<file path="config.mk">
export PLATFORM = sky130hd
export DESIGN_NAME = fft_ord_index_table
export DESIGN_NICKNAME = d
export VERILOG_FILES = /design/src/fft_cfg_pkg.sv /design/src/fft_frame_pkg.sv /design/src/fft_ord_index_table.sv
export SDC_FILE = /design/constraint.sdc
export NUM_CORES = 1
export LEC_CHECK = 0
export BUFFER_PORTS_ARGS = -buffer_cell sky130_fd_sc_hd__buf_2
export CORE_MARGIN = 3
export CORE_UTILIZATION = 40
export CTS_CLUSTER_DIAMETER = 100
export CTS_CLUSTER_SIZE = 12
export DETAILED_ROUTE_END_ITERATION = 8
export PLACE_DENSITY = 0.8
export SYNTH_ARGS = -nofsm -noshare
export SYNTH_HDL_FRONTEND = slang
export SYNTH_SLANG_ARGS = --single-unit
</file>
<file path="constraint.sdc">
create_clock -name clk -period 3.2 [get_ports clk]
set_input_delay 0.64 -clock clk [delete_from_list [all_inputs] [get_ports clk]]
set_output_delay 0.64 -clock clk [all_outputs]
set_load 0.02 [all_outputs]
</file>
<file path="src/fft_cfg_pkg.sv">
/*
 * Sizes and scalar types of the 32-point FFT output reorder unit.
 * The index rules in the reorder logic are written for a 5-bit index.
 * Changing FFT_LEN alone does not give a working unit.
 */
package fft_cfg_pkg;

    // --------------------
    // frame geometry
    // --------------------

    // complex samples in one frame
    localparam int unsigned FFT_LEN      = 32;

    // bits needed to address one sample of a frame
    localparam int unsigned LOG2_FFT_LEN = 5;

    // --------------------
    // field widths
    // --------------------

    // one real or one imaginary part
    localparam int unsigned DATA_WID = 16;

    // stage number carried with each frame
    localparam int unsigned STG_WID  = 3;

    // --------------------
    // scalar types
    // --------------------

    // two's complement, same format for re and im
    typedef logic signed [DATA_WID-1:0] sample_t;

    // position of a sample inside a frame
    typedef logic [LOG2_FFT_LEN-1:0] index_t;

    // stage 0 is bit reversal, 1 to 4 rotate, 5 to 7 pass through
    typedef logic [STG_WID-1:0] stage_t;

endpackage

</file>
<file path="src/fft_frame_pkg.sv">
/*
 * Frame level types of the reorder unit.
 * Sample 0 sits in the lowest bits of the samples field.
 * The stage field is above all samples.
 */
package fft_frame_pkg;

    // --------------------
    // data structs
    // --------------------

    // re in the upper half, im in the lower half
    typedef struct packed {
        fft_cfg_pkg::sample_t re;
        fft_cfg_pkg::sample_t im;
    } cplx_t;

    // one full frame, 3 + 1024 bits
    typedef struct packed {
        fft_cfg_pkg::stage_t                stage;
        cplx_t [fft_cfg_pkg::FFT_LEN-1:0]   samples;
    } frame_t;

    // --------------------
    // reorder control
    // --------------------

    // entry i names the input sample that goes to output position i
    typedef fft_cfg_pkg::index_t [fft_cfg_pkg::FFT_LEN-1:0] idx_list_t;

    // ORD_ROTn rotates the low n index bits right by one
    typedef enum logic [2:0] {
        ORD_BITREV = 3'd0,
        ORD_ROT2   = 3'd1,
        ORD_ROT3   = 3'd2,
        ORD_ROT4   = 3'd3,
        ORD_ROT5   = 3'd4,
        ORD_PASS   = 3'd5
    } ord_mode_e;

endpackage

</file>
<file path="src/fft_ord_index_table.sv">
/*
 * Builds the source index list for a frame from its stage number.
 * The rules assume a 5-bit sample index.
 * List and stage are registered on load_i, in step with the capture slot.
 */
`timescale 1ns/1ps

module fft_ord_index_table (
    input  logic                      clk,
    input  logic                      rst_n_i,
    input  logic                      load_i,
    input  fft_cfg_pkg::stage_t       stage_i,
    output fft_frame_pkg::idx_list_t  idx_list_o,
    output fft_cfg_pkg::stage_t       stage_o
);

    fft_frame_pkg::ord_mode_e  mode;
    fft_frame_pkg::idx_list_t  idx_list_d;

    // --------------------
    // index rules
    // --------------------

    // mirror all 5 index bits
    function automatic fft_cfg_pkg::index_t bit_rev(input fft_cfg_pkg::index_t idx);
        fft_cfg_pkg::index_t r;
        for (int unsigned b = 0; b < fft_cfg_pkg::LOG2_FFT_LEN; b++) begin
            r[b] = idx[fft_cfg_pkg::LOG2_FFT_LEN-1-b];
        end
        return r;
    endfunction

    // rotate the low n bits right by one, upper bits stay put
    function automatic fft_cfg_pkg::index_t rot_low(input fft_cfg_pkg::index_t idx,
                                                    input int unsigned n);
        fft_cfg_pkg::index_t low_mask;
        fft_cfg_pkg::index_t rot;
        low_mask   = fft_cfg_pkg::index_t'((1 << n) - 1);
        rot        = (idx & low_mask) >> 1;
        rot[n-1]   = idx[0];
        return (idx & ~low_mask) | rot;
    endfunction

    // --------------------
    // stage decode
    // --------------------

    // stage s in 1..4 rotates s+1 bits
    always_comb begin
        case (stage_i)
            3'd0:    mode = fft_frame_pkg::ORD_BITREV;
            3'd1:    mode = fft_frame_pkg::ORD_ROT2;
            3'd2:    mode = fft_frame_pkg::ORD_ROT3;
            3'd3:    mode = fft_frame_pkg::ORD_ROT4;
            3'd4:    mode = fft_frame_pkg::ORD_ROT5;
            default: mode = fft_frame_pkg::ORD_PASS;
        endcase
    end

    always_comb begin
        for (int i = 0; i < fft_cfg_pkg::FFT_LEN; i++) begin
            case (mode)
                fft_frame_pkg::ORD_BITREV:
                    idx_list_d[i] = bit_rev(fft_cfg_pkg::index_t'(i));
                fft_frame_pkg::ORD_ROT2:
                    idx_list_d[i] = rot_low(fft_cfg_pkg::index_t'(i), 2);
                fft_frame_pkg::ORD_ROT3:
                    idx_list_d[i] = rot_low(fft_cfg_pkg::index_t'(i), 3);
                fft_frame_pkg::ORD_ROT4:
                    idx_list_d[i] = rot_low(fft_cfg_pkg::index_t'(i), 4);
                fft_frame_pkg::ORD_ROT5:
                    idx_list_d[i] = rot_low(fft_cfg_pkg::index_t'(i), 5);
                default:
                    idx_list_d[i] = fft_cfg_pkg::index_t'(i);
            endcase
        end
    end

    // --------------------
    // list register
    // --------------------

    // out of reset the table describes a pass-through frame at stage 7
    always_ff @(posedge clk) begin
        if (!rst_n_i) begin
            stage_o <= '1;
            for (int i = 0; i < fft_cfg_pkg::FFT_LEN; i++) begin
                idx_list_o[i] <= fft_cfg_pkg::index_t'(i);
            end
        end else if (load_i) begin
            stage_o    <= stage_i;
            idx_list_o <= idx_list_d;
        end
    end

endmodule

</file>
## Word-level counts from Yosys, hierarchy flattened

Cells that the tools add are included.

- Reduce and logical (&&, ||, !) cells: 10
- Muxes and demuxes: 31
- Eq/ne operators: 8

Operators with widths:

| cell | count |
|---|---|
| one-hot mux 5 bit (4 select lines) | 8 |
| one-hot mux 4 bit (2 select lines) | 8 |
| one-hot mux 5 bit (3 select lines) | 4 |
| one-hot mux 4 bit (3 select lines) | 4 |
| one-hot mux 5 bit (2 select lines) | 4 |
| one-hot mux 3 bit (5 select lines) | 1 |
| equality test 3 x 2 -> 1 bit, second input constant | 4 |
| OR reduction 3 bit | 3 |
| OR reduction 2 bit | 4 |
| equality test 3 x 1 -> 1 bit, second input constant | 2 |
| equality test 3 bit, second input constant | 2 |
| zero test 3 bit | 2 |
| two-way mux 3 bit | 2 |
| OR reduction 4 bit | 1 |

- Output and inout port bits: 163
- Input port bits: 6
- Logic and storage cells: 80
- Register bits after elaboration: 153

## Depth between registers and ports, before layout

- Depth in word-level cells: 5
- Depth in mapped cells: 5
- Gate-level depth less buffers: 3

## Least setup slack after synthesis

No wires, ideal clock.

- Kind: input-to-reg
- Start point: in stage_i[0]
- End point: reg idx_list_o[107] (netlist bit)
- Required time: 3.086 ns
- Library setup time: 0.114 ns
- Stages on the path: 4
- Path slack: 1.714 ns
- Arrival time: 1.372 ns
- Path buffers: 1
- Cells stage by stage: buf_4 > nor3b_4 > o31ai_4 > a21o_1

- Longest elaborated chain between the ends: 5
- Elaborated cells on any way between the ends: 13
- Classes of those cells: eq/ne: 8; mux: 2; reduce/logical: 3

RTL lines:

| what | RTL line | text |
|---|---|---|
| from (decl) | fft_ord_index_table.sv:12 | `input fft_cfg_pkg::stage_t stage_i,` |
| equality test 3 bit, or another cell as far along | fft_ord_index_table.sv:50 | `case (stage_i)` |
| one-hot mux 3 bit (5 select lines) * | fft_ord_index_table.sv:50 |  |
| equality test 3 bit, or another cell as far along | fft_ord_index_table.sv:62 | `case (mode)` |
| OR reduction 2 bit (no source line) | - |  |
| one-hot mux 4 bit (2 select lines) * | fft_ord_index_table.sv:62 |  |
| to (signal, indexed assignment) | fft_ord_index_table.sv:88 | `idx_list_o[i] <= fft_cfg_pkg::index_t'(i);` |
| to (signal assigned) | fft_ord_index_table.sv:92 | `idx_list_o <= idx_list_d;` |
| to (decl) | fft_ord_index_table.sv:13 | `output fft_frame_pkg::idx_list_t idx_list_o,` |

Every way passes the cells marked *; elsewhere a longest branch is shown, timed or not.
A chain may end at the register's enable or synchronous reset.

==> flow_summary.ini <==
[yosys]
ys_seq_area_share_pct = 49.9
syn_area_um2 = 3490
synth-main-ff-cell = dfxtp_1
ys_seq_elements = 87
syn_area_per_cell_um2 = 9.37
synth_edf_count = 0
synth.most_common_cell = dfxtp_1
synthCells = 372
async_reset_ff_share_pct = 0
yosys.area.top_type_share_pct = 49.9
synth_common_cells = dfxtp_1 (87), buf_4 (79), nor2_1 (68)
yosys-top-cells-area = dfxtp_1 (50%), buf_4 (17%), nor2_1 (7.3%)
post-synth-top-area-cell = dfxtp_1
ys_warn_count = 0
yosys.cell_types.count = 29

[global_route]
antenna_found_initial = 0
grt_max_degree = 38
global_route.usage.total_pct = 14.7
grt_pass1_vias = 2346
grt.overflow.total = 0
grt_pass1_wl_mm = 11.6

[timing]
relSlewSlack_pct = 48.6
hold_viol = 0
fin_crit_ns = 1.90
setup_violations = 0
fin_setup_tns_ns = 0
finalMaxSlewViolations = 0
max_freq_mhz = 525
worst_pin_slew_ns = 0.767
rsz0062_at_grt = false
clock_skew_ns = 0
post-route-period-util_pct = 59.5
hold_ws_ns = 0.459

[route]
viasPerCell = 4.45
drc = 0
wl_per_cell_um = 13.1
dr.first_iter.drc_count = 51
antenna_left = 0
routed_wl_mm = 7.42
num_vias = 2520
drt_pass1_iterations = 4

[worst_setup_path]
r2r_slack_ns = 2.43
worstSetupEndpointType = flip-flop
crit_path_max_incr_delay_ns = 0.50
crit_type = in2reg
cpLargestDelayFamily = buffers and inverters
reg2reg_from = idx_list_o[80]
crit_arrival_ns = 2.13
required_ns = 3.43
worstPathCellList = buf_2 -> inv_2 -> o31ai_4 -> nor2_1
startpoint_type = input port
timing.rr.end = idx_list_o[80]
cp_max_fo = 32
critPathBufInv = 2
r2r_cells = 2
cp.depth = 4
critical-path-slowest-cell = o31ai_4

[clocking]
cts_hold_buffers = 0
cts_root_buffer = clkbuf_8
clock_path_buffers = 2
clk_pin_slew_ns = 0.09
cts_resized = 0
cts_setup_buffers = 0
cts.htree.levels = 3
cts_tree = yes
cts_sinks = 87
numCtsBuffers = 9
clk_latency_ns = 0.34

[cells_and_area]
area_growth_pct = 13.8
layout.nets = 462
ff_latch_area_um2 = 1740
fillCellCount = 804
multi_input_area_um2 = 1200
drive_gt1_share_pct = 34.5
n_antenna_cell = 0

[power_and_ir_drop]
power_w = 0.00235
vdd_drop_max_mv = 0.248
p_leak_nw = 1.87
p_per_area_nw_per_um2 = 593

[floorplanning]
rows = 33
die_w_um = 99.4
num_io_pins = 169
die_h_um = 99.4
coreArea_um2 = 8340
start_util_pct = 41.8
dieArea_um2 = 9870

[min_path]
worstHoldPathType = reg2reg
min-delay-start = idx_list_o[25]
whs_path_depth = 1
hold_end = idx_list_o[25]

[placed_design]
routabilityCongestion = 0.729
portBuffers = 128
dp_hpwl_mm = 5.44

[run]
cap_viol_max_count = 0

[run_status]
status = finished, final reports clean
==> per-stage QoR <==
stage	area (µm²)	utilization, %	setup slack, ns	instances
global placement	3750	44.9	0.968	550
floorplan	3630	-	1.71	410
global route	3970	47.6	1.16	566
finish	3970	47.6	1.30	566
CTS	3970	47.6	1.29	566
detailed placement	3750	44.9	0.896	550
==> logic make-up (layout without fill, tap and decap cells) <==
logic type	after synthesis	in the layout	share of synthesized area, %
AND/OR/NAND/NOR	105	105	14.6
buffers and inverters	99	150	19.7
flip-flops	87	87	49.9
AO/OA/AOI/OAI	77	77	15.0
other	2	40	0.215
multiplexers	2	2	0.574
==> where the power goes <==
| group | internal [W] | switching, W |
|---|---|---|
| Sequential | 0.00114 | 0.0000305 |
| Clock | 0.000447 | 0.000395 |
| Combinational | 0.0000974 | 0.000245 |
| Total | 0.00168 | 0.000671 |
==> worst max path at each step <==
stage	from	end	slack, ns
5_1_grt	load_i	idx_list_o[47]	1.16
3_5_place_dp	load_i	idx_list_o[122]	0.90
6_report	load_i	idx_list_o[122]	1.30
4_1_cts	load_i	idx_list_o[122]	1.29
2_1_floorplan	stage_i[0]	idx_list_o[107]	1.71
3_3_place_gp	load_i	idx_list_o[57]	0.97
==> worst reg2reg max path, cell delays in order (launching register included) <==
cell and delay (ns):
dfxtp_1 0.37, nor2b_1 0.15, o21a_1 0.16
==> metal layers <==
metal / share of wire [%] / vias up / global-route usage (%)
met5: 0 / - / 0
met4: 0.97 / 0 / 3.99
met3: 8.4 / 7 / 5.54
li1: - / 1249 / -
met1: 42 / 1155 / 17.5
met2: 48 / 109 / 24.8
==> state kept, by name, summed over array words and instances (netlist names) <==
name,count
idx_list_o,84
stage_o,3
==> final cells by class <==
| class | count | area share [%] |
|---|---|---|
| Sequential cell | 87 | 43.9 |
| Multi-Input combinational cell | 224 | 30.3 |
| Timing Repair Buffer | 131 | 16.7 |
| Tap cell | 105 | 3.31 |
| Clock buffer | 10 | 3.22 |
| Clock inverter | 6 | 2.33 |
| Inverter | 3 | 0.284 |
==> placed cells by master (no fill, tap or decap) <==
cell	instances
buf_2	128
dfxtp_1	87
nor2_1	68
conb_1	40
o21ai_1	33
nor2b_1	16
a21o_1	15
o21a_1	15
nand2_1	10
clkbuf_8	9
a21oi_1	8
buf_4	3
o21ai_4	2
inv_2	2
nand2b_1	2
nor3b_4	2
o31ai_4	2
mux2i_1	2
bufinv_16	2
inv_1	1
o21ai_2	1
nand4bb_1	1
or2_4	1
nor2_4	1
nor3b_2	1
and3_1	1
and3b_1	1
a21oi_2	1
and2_1	1
clkbuf_1	1
clkinv_2	1
inv_8	1
inv_6	1
clkinvlp_4	1
Power figures use the tool's default switching activity.
